==> src/rtl/mono_config.svh <==
// Widths and constants for the mono video path; luma weights assume 6-bit input channels
`ifndef MONO_CONFIG_SVH
`define MONO_CONFIG_SVH

//////////////////////////////////////////////////////////////////////
// Channel widths
//////////////////////////////////////////////////////////////////////

// Input colour channel, as delivered by the CGA/MDA scan logic
`define MONO_CHAN_W 6
// Output colour channel towards the VGA DAC
`define MONO_OUT_W 8

//////////////////////////////////////////////////////////////////////
// Luma weights
//////////////////////////////////////////////////////////////////////

// Weights in 256ths, close to Rec.709 luma
`define MONO_COEF_W 8
`define MONO_COEF_R 8'd54
`define MONO_COEF_G 8'd183
`define MONO_COEF_B 8'd18
// Half an LSB, added before dropping the fraction
`define MONO_ROUND 128

//////////////////////////////////////////////////////////////////////
// Reset hold
//////////////////////////////////////////////////////////////////////

`define MONO_HOLD_W 16
// Cycles the pipeline stays in reset once reset_wire is gone
`define MONO_RESET_HOLD 16'd16

`endif

==> src/rtl/mono_pkg.sv <==
// Types shared by the mono video stages; field order sets the packed layout the bench relies on
`include "mono_config.svh"

package mono_pkg;

	// Tint selection, per pixel
	// Encoding follows the CGA RGB menu entry
	typedef enum logic [1:0] {
		tint_color = 2'd0,
		tint_green = 2'd1,
		tint_amber = 2'd2,
		tint_bw    = 2'd3
	} tint_mode_t;

	// Sync and display enable
	typedef struct packed {
		logic hs;
		logic vs;
		logic de;
	} sync_bits_t;

	// Raw 6-bit pixel
	typedef struct packed {
		logic [`MONO_CHAN_W-1:0] r;
		logic [`MONO_CHAN_W-1:0] g;
		logic [`MONO_CHAN_W-1:0] b;
	} rgb6_t;

	// Widened pixel for the DAC
	typedef struct packed {
		logic [`MONO_OUT_W-1:0] r;
		logic [`MONO_OUT_W-1:0] g;
		logic [`MONO_OUT_W-1:0] b;
	} rgb8_t;

	//////////////////////////////////////////////////////////////////////
	// Bundles between stages
	//////////////////////////////////////////////////////////////////////

	// Top-level input, 24 bits
	typedef struct packed {
		rgb6_t      pix;
		sync_bits_t sync;
		tint_mode_t mode;
		// MDA bypass, pixel goes out untouched
		logic       mda;
	} video_in_t;

	// Stage 1 result, 43 bits
	typedef struct packed {
		logic                    valid;
		rgb6_t                   pix;
		logic [`MONO_CHAN_W-1:0] w_r;
		logic [`MONO_CHAN_W-1:0] w_g;
		logic [`MONO_CHAN_W-1:0] w_b;
		sync_bits_t              sync;
		tint_mode_t              mode;
		logic                    mda;
	} weighted_t;

	// Top-level output, 27 bits
	typedef struct packed {
		rgb8_t      pix;
		sync_bits_t sync;
	} video_out_t;

endpackage

==> src/rtl/luma_weight_stage.sv <==
// First video stage, one cycle; weights need CHAN_W+COEF_W bits of product without overflow
`timescale 1ns/1ps
`include "mono_config.svh"

module luma_weight_stage (
	input  logic                 CLK_50M,
	input  logic                 reset_wire,
	input  logic                 pipe_reset,
	input  logic                 pix_valid,
	input  mono_pkg::video_in_t  video_in,
	output mono_pkg::weighted_t  weighted
);

	// Product plus rounding offset
	localparam int PROD_W = `MONO_CHAN_W + `MONO_COEF_W;

	// Control state
	logic                    valid_q;
	mono_pkg::sync_bits_t    sync_q;

	// Payload
	mono_pkg::rgb6_t         pix_q;
	logic [`MONO_CHAN_W-1:0] w_r_q;
	logic [`MONO_CHAN_W-1:0] w_g_q;
	logic [`MONO_CHAN_W-1:0] w_b_q;
	mono_pkg::tint_mode_t    mode_q;
	logic                    mda_q;

	//////////////////////////////////////////////////////////////////////
	// Weighted channel term
	//////////////////////////////////////////////////////////////////////

	// (chan * coef + 128) >> 8
	// Replaces the hand-filled weight tables
	function automatic logic [`MONO_CHAN_W-1:0] weigh(
		input logic [`MONO_CHAN_W-1:0] chan,
		input logic [`MONO_COEF_W-1:0] coef
	);
		logic [PROD_W-1:0] prod;
		prod = PROD_W'(chan) * PROD_W'(coef) + PROD_W'(`MONO_ROUND);
		// Drop the 8 fraction bits
		return prod[`MONO_COEF_W +: `MONO_CHAN_W];
	endfunction

	//////////////////////////////////////////////////////////////////////
	// Valid and sync
	//////////////////////////////////////////////////////////////////////

	always_ff @(posedge CLK_50M or posedge reset_wire) begin
		if (reset_wire) begin
			valid_q <= 1'b0;
			sync_q  <= '0;
		end else if (pipe_reset) begin
			// Pixels offered during the hold are dropped here
			valid_q <= 1'b0;
			sync_q  <= '0;
		end else begin
			valid_q   <= pix_valid;
			sync_q.hs <= video_in.sync.hs;
			sync_q.vs <= video_in.sync.vs;
			// No display enable in a gap
			sync_q.de <= video_in.sync.de & pix_valid;
		end
	end

	//////////////////////////////////////////////////////////////////////
	// Payload, loaded every cycle
	//////////////////////////////////////////////////////////////////////

	always_ff @(posedge CLK_50M) begin
		pix_q  <= video_in.pix;
		w_r_q  <= weigh(video_in.pix.r, `MONO_COEF_R);
		w_g_q  <= weigh(video_in.pix.g, `MONO_COEF_G);
		w_b_q  <= weigh(video_in.pix.b, `MONO_COEF_B);
		// Mode travels with its pixel
		mode_q <= video_in.mode;
		mda_q  <= video_in.mda;
	end

	// Bundle for the tint stage
	assign weighted = '{
		valid: valid_q,
		pix:   pix_q,
		w_r:   w_r_q,
		w_g:   w_g_q,
		w_b:   w_b_q,
		sync:  sync_q,
		mode:  mode_q,
		mda:   mda_q
	};

endmodule

==> src/rtl/mono_video_top.sv <==
// Monochrome monitor emulation, two cycles input to output; no back-pressure, pixels drop until ready
`timescale 1ns/1ps

module mono_video_top (
	input  logic                 CLK_50M,
	input  logic                 reset_wire,
	input  logic                 pix_valid,
	input  mono_pkg::video_in_t  video_in,
	output mono_pkg::video_out_t video_out,
	output logic                 out_valid,
	output logic                 core_ready
);

	// Synchronous release for both stages
	logic                pipe_reset;
	// Stage 1 to stage 2
	mono_pkg::weighted_t weighted;

	//////////////////////////////////////////////////////////////////////
	// Reset hold
	//////////////////////////////////////////////////////////////////////

	reset_stretcher reset_stretcher_i (
		.CLK_50M    (CLK_50M),
		.reset_wire (reset_wire),
		.pipe_reset (pipe_reset),
		.core_ready (core_ready)
	);

	//////////////////////////////////////////////////////////////////////
	// Video pipeline
	//////////////////////////////////////////////////////////////////////

	// Acceptance gated here through pipe_reset
	luma_weight_stage luma_weight_stage_i (
		.CLK_50M    (CLK_50M),
		.reset_wire (reset_wire),
		.pipe_reset (pipe_reset),
		.pix_valid  (pix_valid),
		.video_in   (video_in),
		.weighted   (weighted)
	);

	// Luma sum, tint and widening
	tint_stage tint_stage_i (
		.CLK_50M    (CLK_50M),
		.reset_wire (reset_wire),
		.pipe_reset (pipe_reset),
		.weighted   (weighted),
		.video_out  (video_out),
		.out_valid  (out_valid)
	);

endmodule

==> src/rtl/reset_stretcher.sv <==
// Holds the pipeline in reset for MONO_RESET_HOLD cycles after reset_wire falls; hold must be nonzero
`timescale 1ns/1ps
`include "mono_config.svh"

module reset_stretcher (
	input  logic CLK_50M,
	input  logic reset_wire,
	output logic pipe_reset,
	output logic core_ready
);

	// Hold counter, saturates at the hold count
	logic [`MONO_HOLD_W-1:0] hold_cnt;
	logic                    hold_done;
	logic                    pipe_reset_q;
	logic                    core_ready_q;

	assign hold_done = (hold_cnt == `MONO_RESET_HOLD);

	//////////////////////////////////////////////////////////////////////
	// Count out the hold after an asynchronous reset
	//////////////////////////////////////////////////////////////////////

	always_ff @(posedge CLK_50M or posedge reset_wire) begin
		if (reset_wire) begin
			hold_cnt     <= '0;
			pipe_reset_q <= 1'b1;
			core_ready_q <= 1'b0;
		end else begin
			// Stop once reached, no wrap back into reset
			if (!hold_done) begin
				hold_cnt <= hold_cnt + 1'b1;
			end
			// Release is synchronous to CLK_50M
			pipe_reset_q <= !hold_done;
			core_ready_q <= hold_done;
		end
	end

	// Both flags change on the same edge
	assign pipe_reset = pipe_reset_q;
	assign core_ready = core_ready_q;

endmodule

==> src/rtl/tint_stage.sv <==
// Second video stage, one cycle; output colour is cleared only by reset, not in valid gaps
`timescale 1ns/1ps
`include "mono_config.svh"

module tint_stage (
	input  logic                 CLK_50M,
	input  logic                 reset_wire,
	input  logic                 pipe_reset,
	input  mono_pkg::weighted_t  weighted,
	output mono_pkg::video_out_t video_out,
	output logic                 out_valid
);

	// Sum of three 6-bit terms needs two more bits
	localparam int SUM_W = `MONO_CHAN_W + 2;
	// Zero bits appended when widening
	localparam int PAD_W = `MONO_OUT_W - `MONO_CHAN_W;

	logic [SUM_W-1:0]        luma_sum;
	logic [`MONO_CHAN_W-1:0] luma;
	logic [`MONO_CHAN_W-1:0] luma_half;
	mono_pkg::rgb6_t         tinted;
	mono_pkg::rgb8_t         tinted_wide;
	mono_pkg::video_out_t    out_q;
	logic                    valid_q;

	//////////////////////////////////////////////////////////////////////
	// Luma
	//////////////////////////////////////////////////////////////////////

	assign luma_sum = SUM_W'(weighted.w_r) + SUM_W'(weighted.w_g) + SUM_W'(weighted.w_b);

	// Clamp to full scale
	assign luma = (|luma_sum[SUM_W-1:`MONO_CHAN_W]) ? '1 : luma_sum[`MONO_CHAN_W-1:0];

	// Amber green channel, rounded down
	assign luma_half = luma >> 1;

	//////////////////////////////////////////////////////////////////////
	// Tint select
	//////////////////////////////////////////////////////////////////////

	always_comb begin
		// Colour and MDA both keep the original pixel
		tinted = weighted.pix;
		if (!weighted.mda) begin
			case (weighted.mode)
				mono_pkg::tint_green: begin
					tinted = '{r: '0, g: luma, b: '0};
				end
				mono_pkg::tint_amber: begin
					tinted = '{r: luma, g: luma_half, b: '0};
				end
				mono_pkg::tint_bw: begin
					tinted = '{r: luma, g: luma, b: luma};
				end
				default: begin
					tinted = weighted.pix;
				end
			endcase
		end
	end

	// 6 to 8 bits, low bits zero
	assign tinted_wide.r = {tinted.r, {PAD_W{1'b0}}};
	assign tinted_wide.g = {tinted.g, {PAD_W{1'b0}}};
	assign tinted_wide.b = {tinted.b, {PAD_W{1'b0}}};

	//////////////////////////////////////////////////////////////////////
	// Output register
	//////////////////////////////////////////////////////////////////////

	always_ff @(posedge CLK_50M or posedge reset_wire) begin
		if (reset_wire) begin
			out_q   <= '0;
			valid_q <= 1'b0;
		end else if (pipe_reset) begin
			// Blank screen and no syncs during the hold
			out_q   <= '0;
			valid_q <= 1'b0;
		end else begin
			out_q.pix  <= tinted_wide;
			out_q.sync <= weighted.sync;
			valid_q    <= weighted.valid;
		end
	end

	assign video_out = out_q;
	assign out_valid = valid_q;

endmodule

==> config.mk <==
export PLATFORM = sky130hd
export DESIGN_NAME = mono_video_top
export DESIGN_NICKNAME = d
export VERILOG_FILES = /design/src/rtl/mono_pkg.sv /design/src/rtl/luma_weight_stage.sv /design/src/rtl/mono_video_top.sv /design/src/rtl/reset_stretcher.sv /design/src/rtl/tint_stage.sv
export VERILOG_INCLUDE_DIRS = /design/src /design/src/rtl
export SDC_FILE = /design/constraint.sdc
export NUM_CORES = 1
export LEC_CHECK = 0
export BUFFER_PORTS_ARGS = -buffer_cell sky130_fd_sc_hd__buf_2
export CAP_MARGIN = 25
export CORE_MARGIN = 8
export CORE_UTILIZATION = 64
export DETAILED_ROUTE_END_ITERATION = 10
export PLACE_DENSITY = 0.93
export SYNTH_ARGS = -nofsm -noshare
export SYNTH_HDL_FRONTEND = slang
export SYNTH_HIERARCHICAL = 1
export SYNTH_SLANG_ARGS = --single-unit
==> constraint.sdc <==
create_clock -name CLK_50M -period 7.5 [get_ports CLK_50M]
set_input_delay 1.5 -clock CLK_50M [delete_from_list [all_inputs] [get_ports CLK_50M]]
set_output_delay 1.5 -clock CLK_50M [all_outputs]
set_load 0.01 [all_outputs]
## After elaboration in Yosys (flattened, before gate mapping)

Index checks and enable logic that the tools add are counted.

- Register bits: 89
- Input bits: 27
- Output and inout port bits: 29
- Logic and storage cells: 45

- $add $sub $neg: 6
- $mul: 3
- Eq/ne operators: 4
- Multiplexer cells: 7
- Bitwise operators: 1
- Reduce and logical (&&, ||, !) cells: 2

Operator list:

| cell | number |
|---|---|
| one-hot mux 18 bit (3 select lines) | 1 |
| 2-to-1 mux 27 bit | 1 |
| 2-to-1 mux 18 bit | 1 |
| adder 16 x 1 -> 16 bit, second input constant | 1 |
| == test 16 x 5 -> 1 bit, second input constant | 1 |
| adder 14 x 8 -> 14 bit, second input constant | 1 |
| multiplier 6 x 8 -> 14 bit, second input constant | 1 |
| adder 12 x 8 -> 13 bit, second input constant | 1 |
| adder 11 x 8 -> 12 bit, second input constant | 1 |
| multiplier 6 x 5 -> 11 bit, second input constant | 1 |
| multiplier 6 x 4 -> 10 bit, second input constant | 1 |
| adder 8 x 6 -> 8 bit | 1 |
| adder 6 x 6 -> 7 bit | 1 |
| 2-to-1 mux 6 bit | 1 |
| == test 2 bit, second input constant | 2 |
| 2-to-1 mux 3 bit | 1 |
| == test 2 x 1 -> 1 bit, second input constant | 1 |
| 2-to-1 mux 1 bit | 2 |
| OR reduction 2 bit | 1 |
| AND 1 bit | 1 |
| logical NOT 1 bit | 1 |

## Depth between registers and ports, before layout

Gate-level depths: netlist (run 1).

- Word-level depth: 7
- Depth in mapped cells: 15
- Depth with buffers taken out: 15

## Modules after synthesis

Netlist (run 1), hierarchy kept.

Modules (own cells, without submodules):

| module | times used | cells an instance | area each (um2) | seq. area each (um2) |
|---|---|---|---|---|
| luma_weight_stage | 1 | 243 | 2651.3 | 820.8 |
| tint_stage | 1 | 163 | 1447.6 | 550.5 |
| reset_stretcher | 1 | 68 | 808.3 | 451.7 |

## Worst setup path after synthesis (run 1)

Ideal clock, no wire load.

- Path type: in2reg
- Start point: input video_in[15] (netlist name)
- End point: register luma_weight_stage_i.w_g_q[5]
- Library setup time: 0.118 ns
- Data arrival time: 4.514 ns
- Path slack: 2.867 ns
- Stages on the path: 12
- Path buffers: 0
- Path through: fa_1 > inv_1 > fa_1 > inv_1 > fa_1 > ha_1 > ha_1 > nand3_1 > o211a_1 > o31ai_1 > a21oi_1 > xnor2_1

- Cells in the longest elaborated chain, start to end: 2

Ends and longest elaborated chain:

| what | line | RTL |
|---|---|---|
| start: declaration | mono_video_top.sv:8 | `input mono_pkg::video_in_t video_in,` |
| multiplier 6 x 8 -> 14 bit | luma_weight_stage.sv:40 | `` prod = PROD_W'(chan) * PROD_W'(coef) + PROD_W'(`MONO_ROUND); `` |
| adder 14 x 8 -> 14 bit | luma_weight_stage.sv:40 |  |
| end signal: assignment | luma_weight_stage.sv:73 | `` w_g_q <= weigh(video_in.pix.g, `MONO_COEF_G); `` |
| end: declaration | luma_weight_stage.sv:24 | `` logic [`MONO_CHAN_W-1:0] w_g_q; `` |

No other way between the ends.
A chain may end at the register's enable or synchronous reset.

## Worst setup path in the final report (run 1)

Ends and elaborated chain as after synthesis.

==> metrics.md, run 1 <==
| Metric | Value |
|---|---|
| Fin util | `71.4%` |
| CTS H-tree depth | `3` |
| Critical Path End | `luma_weight_stage_i/w_g_q[5]` |
| Die H | `104 um` |
| Post-synthesis cell count | `474` |
| Leak | `2.77 nW` |
| Reg2reg end | `tint_stage_i/video_out[18]` |
| Crit path kind | `in -> reg` |
| First-pass GRT wire length | `17600 um` |
| Yosys warnings | `6` |
| Rel. slew slack | `47.3%` |
| Placed Area | `5200 sq um` |
| Synth Cell Area | `4910 sq um` |
| Initial Util | `64.8%` |
| DR iter-0 viols | `220` |
| Power per Cell Area | `320 nW/um^2` |
| Critical Path Start Type | `input port` |
| CP Data Required Time | `7.75 ns` |
| Clk_skew | `0.0117 ns` |
| EDFF count, synth | `0` |
| Nets@finish | `644` |
| WL per Instance | `16.0 um` |
| # diodes | `0` |
| Cts repair resizes | `0` |
| Input/output buffers | `49` |
| Vias | `3434` |
| Yosys top cell area share | `21.9%` |
| Inst Count DP | `616` |
| HPWL Detailed | `7810 um` |
| Layout area overhead | `10.0%` |
| Worst vdd ir | `194 uV` |
| CP top delay family | `adder cells` |
| WHS | `0.418 ns` |
| FF-to-FF Start | `luma_weight_stage_i/w_g_q[1]` |
| Outcome | `finished, final reports clean` |
| Clock Tree Buf Depth | `2` |
| All-Layer GR Usage | `19.8%` |
| Dpl ws | `2.54 ns` |
| Clk pin slew, worst setup/hold paths | `0.09 ns` |
| Core area | `7570 sq um` |
| CP cell instances | `buf_2 -> fa_1 -> inv_1 -> fa_1 -> inv_1 -> fa_1 -> ha_1 -> ha_1 -> nand3_1 -> o211a_1 -> o31ai_1 -> a21oi_1 -> xnor2_1` |
| Register area share after synthesis | `37.1%` |
| Syn Area/Cell | `10.4 sq um` |
| Layout cell share with drive strength beyond 1 | `15.8%` |
| Number of setup violations in the final report | `0` |
| Num CTS Buffers | `9` |
| Fin crit share | `61.6%` |
| Cell row count | `32` |
| Die Wd | `104 um` |
| Worst path bufs/invs | `3` |
| Number of fill cells | `468` |
| Worst path most repeated cell | `fa_1` |
| Root buffer cell | `clkbuf_8` |
| Die area | `10700 sq um` |
| Largest net degree at the start of global routing | `23` |
| Crit-path max FO | `6` |
| Yosys top cell by area | `dfrtp_1` |
| Skew-Pair Late Insertion Delay | `0.36 ns` |
| PnR worst setup slack | `2.88 ns` |
| Slowest stage delay, CP | `0.55 ns` |
| Vias in the first global route | `3664` |
| Antenna violations before repair | `0` |
| Ports | `56` |
| Post-route setup TNS | `0 ns` |
| Worst-Margin Slew | `0.790 ns` |
| Final non-filler cell total | `632` |
| Max-slew violations | `0` |
| R2R Setup Slk | `4.66 ns` |
| #FFs+latches synth | `80` |
| Async set-reset flop share out of synthesis | `55.0%` |
| R2R depth | `10` |
| Max_cap viols | `0` |
| Distinct cells, synth | `57` |
| Placer Congestion | `0.880` |
| Hold_buf cts | `0` |
| Total Power | `1.73 mW` |
| Top post-synthesis cells by area | `dfrtp_1, ha_1, dfxtp_1` |
| Most frequent cell after synthesis | `inv_1` |
| WL final | `10100 um` |
| Final Hold Fails | `0` |
| Levels on crit path | `13` |
| Slowest CP cell | `fa_1` |
| TritonCTS clock tree | `built` |
| Minimum clock period | `4.62 ns` |
| RSZ-0062 raised after global routing | `no` |
| First drt pass iteration count | `5` |
| # Post-CTS Setup Buffers | `0` |
| Hold Path Class | `reg -> reg` |
| Routed Antenna Nets | `0` |
| Commonest cells in the synthesized netlist | `inv_1, ha_1, dfrtp_1` |
| Drc violations | `0` |
| Cell area after layout | `5400 sq um` |
| Critical Path AT | `4.87 ns` |
| Number of vias per cell | `5.43` |
| Clock sink count | `80` |
| Crit end category | `register` |
| Fmax | `216 MHz` |
| Critical Path Start | `video_in[15]` |
| Total grt overflow | `0` |
| Primary FF master, synth | `dfrtp_1` |
## placed cells by master (no fill, tap or decap), types with 2 or more instances in the layout
master	instances
inv_1	75
ha_1	68
buf_2	49
dfrtp_1	43
dfxtp_1	36
nor2_1	25
fa_1	24
nand2_1	23
xnor2_1	19
xor2_1	16
a21oi_1	15
o21ai_0	13
nor2b_1	11
nand3_1	10
conb_1	10
clkbuf_8	9
o21ai_1	9
nand2b_1	8
nor3_1	5
a31oi_1	4
clkinv_4	3
a21o_1	3
a211oi_2	3
o21ai_2	3
nor4_1	3
a22oi_1	3
o211a_1	2
o21bai_1	2
a22o_1	2
and3_1	2
nor3b_1	2
a211oi_1	2
## worst min path at each step
stage,from,endpoint,slack [ns],cells after the start
after global routing,luma_weight_stage_i/weighted[41],tint_stage_i/video_out[26],0.45,2
after detailed placement,luma_weight_stage_i/weighted[41],tint_stage_i/video_out[26],0.42,2
final,luma_weight_stage_i/weighted[41],tint_stage_i/video_out[26],0.42,2
after floorplan,luma_weight_stage_i/weighted[29],tint_stage_i/video_out[10],0.41,2
after global placement,luma_weight_stage_i/weighted[40],tint_stage_i/video_out[25],0.43,2
after CTS,luma_weight_stage_i/weighted[41],tint_stage_i/video_out[26],0.42,2
## worst register-to-register path, stage by stage, from the launching register on
cell	delay, ns
dfxtp_1	0.35
inv_1	0.06
fa_1	0.54
inv_1	0.08
ha_1	0.25
fa_1	0.41
a21o_1	0.22
a21oi_1	0.30
xnor2_1	0.18
o21ai_0	0.25
a21oi_1	0.10
## power breakdown
group	leakage [nW]	total [mW]	internal, mW	switching (mW)
Clock	0.101	0.320	0.157	0.163
Sequential	0.852	0.531	0.506	0.0246
Combinational	1.81	0.878	0.351	0.527
## metal layers
layer	global-route usage [%]	up-vias	routed length [um]
li1	-	1639	-
met1	22.2	1657	3950
met2	35.4	115	5460
met3	4.09	23	520
met4	8.08	0	167
met5	0	-	0
## logic make-up after synthesis
family                   synth area share [%]
AO/OA/AOI/OAI                            9.64
XOR/XNOR                                 6.58
adder cells (fa/ha/maj)                  27.1
buffers and inverters                    8.06
flip-flops                               37.1
multiplexers                            0.204
other                                   0.153
AND/OR/NAND/NOR                          11.1
## registers in the layout (all words and copies together), names as in the netlist
register and cells:
luma_weight_stage_i/weighted 21, tint_stage_i/video_out 21, reset_stretcher_i/hold_cnt 16, luma_weight_stage_i/w_g_q 6, luma_weight_stage_i/w_r_q 5, luma_weight_stage_i/w_b_q 4
luma_weight_stage_i/mode_q 2, luma_weight_stage_i/mda_q 1, luma_weight_stage_i/valid_q 1, reset_stretcher_i/core_ready 1, reset_stretcher_i/pipe_reset 1, tint_stage_i/out_valid 1
## layout make-up
class,count,area (sq um),share of cell area (%)
Clock inverter,7,80.1,1.48
Tap cell,102,128,2.36
Multi-Input combinational cell,310,2720,50.3
Timing Repair Buffer,49,245,4.54
Clock buffer,9,124,2.29
Sequential cell,80,1820,33.8
Inverter,75,282,5.21
Note: power is estimated with default switching activity, not from simulation.
==> run 2, diff against run 1 <==
CORE_UTILIZATION = 59   (was 64)
PLACE_DENSITY = 0.87   (was 0.93)
clock period = 4.3 ns   (was 7.5 ns; I/O delays follow)
==> run 2 against run 1 <==
Against the previous run:
- clock power up 60%
- global-route usage fell by 2.4 points
- clock skew decreased by 0.0042 ns
- sequential power rose by 74%
- core utilization is 5.0 points lower
- hold slack worse by 0.023 ns
- routed wire length is 8.5% lower
- combinational power is 67% higher
- die area grew 7.1%
- total power is 68% higher
- register-to-register slack worse by 3.1 ns
- critical endpoint unchanged
==> metrics.md, run 2 (synthesis gave the netlist of run 1 again) <==
| Metric | Value |
|---|---|
| Num CTS Buffers | `9 (unchanged)` |
| # Post-CTS Setup Buffers | `0 (unchanged)` |
| R2R depth | `9 (was 10)` |
| Hold Path Class | `in -> async (was reg -> reg)` |
| Ports | `56 (unchanged)` |
| Root buffer cell | `clkbuf_8 (unchanged)` |
| Commonest non-fill, non-tap cell in the layout | `inv_1 (unchanged)` |
| Hold_buf cts | `0 (unchanged)` |
| Final Hold Fails | `0 (unchanged)` |
| All-Layer GR Usage | `17.4% (was 19.8%)` |
| Clock sink count | `80 (unchanged)` |
| Top sig layer | `met4 (unchanged)` |
| Initial Util | `60.3% (was 64.8%)` |
| Critical Path Start Type | `input port (unchanged)` |
| Minimum clock period | `3.92 ns` |
| Number of fill cells | `584 (was 468)` |
| Fin util | `66.4% (was 71.4%)` |
| Crit end category | `register (unchanged)` |
| Leak | `2.77 nW (about the same)` |
| WL final | `9240 um (was 10100 um)` |
| WL per Instance | `14.5 um (was 16.0 um)` |
| Clock Tree Buf Depth | `2 (unchanged)` |
| Reg2reg end | `tint_stage_i/video_out[17] (was tint_stage_i/video_out[18])` |
| DR iter-0 viols | `100 (was 220)` |
| Multi-input gate area | `2720 sq um (unchanged)` |
| Layout area overhead | `9.99% (was 10.0%)` |
| HPWL Detailed | `7570 um (was 7810 um)` |
| Layout cell share with drive strength beyond 1 | `16.0% (was 15.8%)` |
| Worst-Margin Slew | `0.798 ns (was 0.790 ns)` |
| Reg area | `1820 sq um (unchanged)` |
| CTS H-tree depth | `3 (unchanged)` |
| FF-to-FF Start | `luma_weight_stage_i/w_b_q[2] (was luma_weight_stage_i/w_g_q[1])` |
| Nets@finish | `645 (was 644)` |
| Worst vdd ir | `337 uV (was 194 uV)` |
| Die Wd | `107 um (was 104 um)` |
| Cts repair resizes | `0 (unchanged)` |
| Power per Cell Area | `538 nW/um^2 (was 320 nW/um^2)` |
| # diodes | `0 (unchanged)` |
| Vias in the first global route | `3598 (was 3664)` |
| Outcome | `finished, final reports clean (unchanged)` |
| Commonest cells after routing, fill and taps aside | `inv_1, ha_1, buf_2, dfrtp_1, dfxtp_1 (unchanged)` |
| RSZ-0062 raised after global routing | `no (unchanged)` |
| Die area | `11500 sq um (was 10700 sq um)` |
| Critical Path End | `luma_weight_stage_i/w_g_q[5] (unchanged)` |
| Input/output buffers | `49 (unchanged)` |
| Total grt overflow | `0 (unchanged)` |
| Drc violations | `0 (unchanged)` |
| Vias | `3328 (was 3434)` |
| Critical Path Start | `video_in[15] (unchanged)` |
| WL met3 | `366 um (was 520 um)` |
| CP Data Required Time | `4.55 ns (was 7.75 ns)` |
| Number of vias per cell | `5.23 (was 5.43)` |
| First-pass GRT wire length | `15900 um (was 17600 um)` |
| Crit path kind | `in -> reg (unchanged)` |
| Met2 routed WL | `4910 um (was 5460 um)` |
| Critical Path AT | `4.17 ns (was 4.87 ns)` |
| R2R Setup Slk | `1.56 ns (was 4.66 ns)` |
| Max_cap viols | `0 (unchanged)` |
| TritonCTS clock tree | `built (unchanged)` |
| Clk_skew | `0.00754 ns (was 0.0117 ns)` |
| Fmax | `255 MHz` |
| M1 wire length | `3690 um (was 3950 um)` |
| Core area | `8130 sq um (was 7570 sq um)` |
| Skew-Pair Late Insertion Delay | `0.36 ns (about the same)` |
| Die H | `107 um (was 104 um)` |
| Clk pin slew, worst setup/hold paths | `0.08 ns (was 0.09 ns)` |
| Antenna violations before repair | `0 (unchanged)` |
| Crit-path max FO | `6 (unchanged)` |
| Placer Congestion | `0.843 (was 0.880)` |
| Routed Antenna Nets | `0 (unchanged)` |
| Fin crit share | `91.2%` |
| Post-route setup TNS | `0 ns (unchanged)` |
| Cell row count | `33 (was 32)` |
| Number of setup violations in the final report | `0 (unchanged)` |
| Max-slew violations | `0 (unchanged)` |
| First drt pass iteration count | `4 (was 5)` |
| Largest net degree at the start of global routing | `23 (unchanged)` |
| Rel. slew slack | `46.8% (was 47.3%)` |
run 2: changes by cell type in the layout (fill, tap and decap cells not counted):
cell,before,now
inv_6,0,1
clkbuf_8,9,11
inv_8,1,0
bufinv_16,1,0
buf_4,0,1
clkinv_4,3,2
run 2: power by group:
part | internal [mW] | switching [mW]
combinational | 0.605 | 0.862
sequential | 0.883 | 0.0408
clock | 0.244 | 0.268
total | 1.73 | 1.17
run 2: cell type report:
| class | count | area share (%) |
|---|---|---|
| multi-input cells | 310 | 50.4 |
| flip-flops and latches | 80 | 33.8 |
| inverters | 75 | 5.22 |
| repair buffers | 50 | 4.68 |
| clock buffers | 11 | 2.80 |
| well taps | 105 | 2.43 |
| clock inverters | 5 | 0.719 |
run 2: layer usage:
layer / track usage, % / vias up
met5: 0 / -
met4: 8.74 / 0
met3: 4.32 / 22
met2: 31.5 / 60
met1: 18.2 / 1608
li1: - / 1638
run 2: how the worst min path moves through the flow:
stage | endpoint | from | cells after the start | slack (ns)
6_report | luma_weight_stage_i/weighted[3] | reset_wire | 2 | 0.40
4_1_cts | luma_weight_stage_i/valid_q | reset_wire | 2 | 0.39
3_5_place_dp | tint_stage_i/video_out[7] | luma_weight_stage_i/weighted[26] | 2 | 0.42
2_1_floorplan | tint_stage_i/video_out[10] | luma_weight_stage_i/weighted[29] | 2 | 0.41
3_3_place_gp | tint_stage_i/video_out[7] | luma_weight_stage_i/weighted[26] | 2 | 0.42
5_1_grt | luma_weight_stage_i/weighted[3] | reset_wire | 2 | 0.39
run 2: worst max-delay path, stage by stage:
cell	delay, ns
buf_2	0.15
fa_1	0.54
inv_1	0.05
fa_1	0.49
inv_1	0.06
fa_1	0.48
ha_1	0.31
ha_1	0.28
nand3_1	0.09
o211a_1	0.25
o31ai_1	0.34
a21oi_1	0.13
xnor2_1	0.14
run 2: through the flow:
step	total power [mW]	area (sq um)	instances	hold WS, ns	setup slack (ns)
floorplan	2.06	4940	482	0.408	0.307
finish	2.90	5400	636	0.395	0.377
detailed placement	2.39	5210	620	0.421	0.0267
global route	3.16	5400	636	0.387	0.236
CTS	2.91	5400	636	0.385	0.390
global placement	2.33	5210	620	0.420	0.121
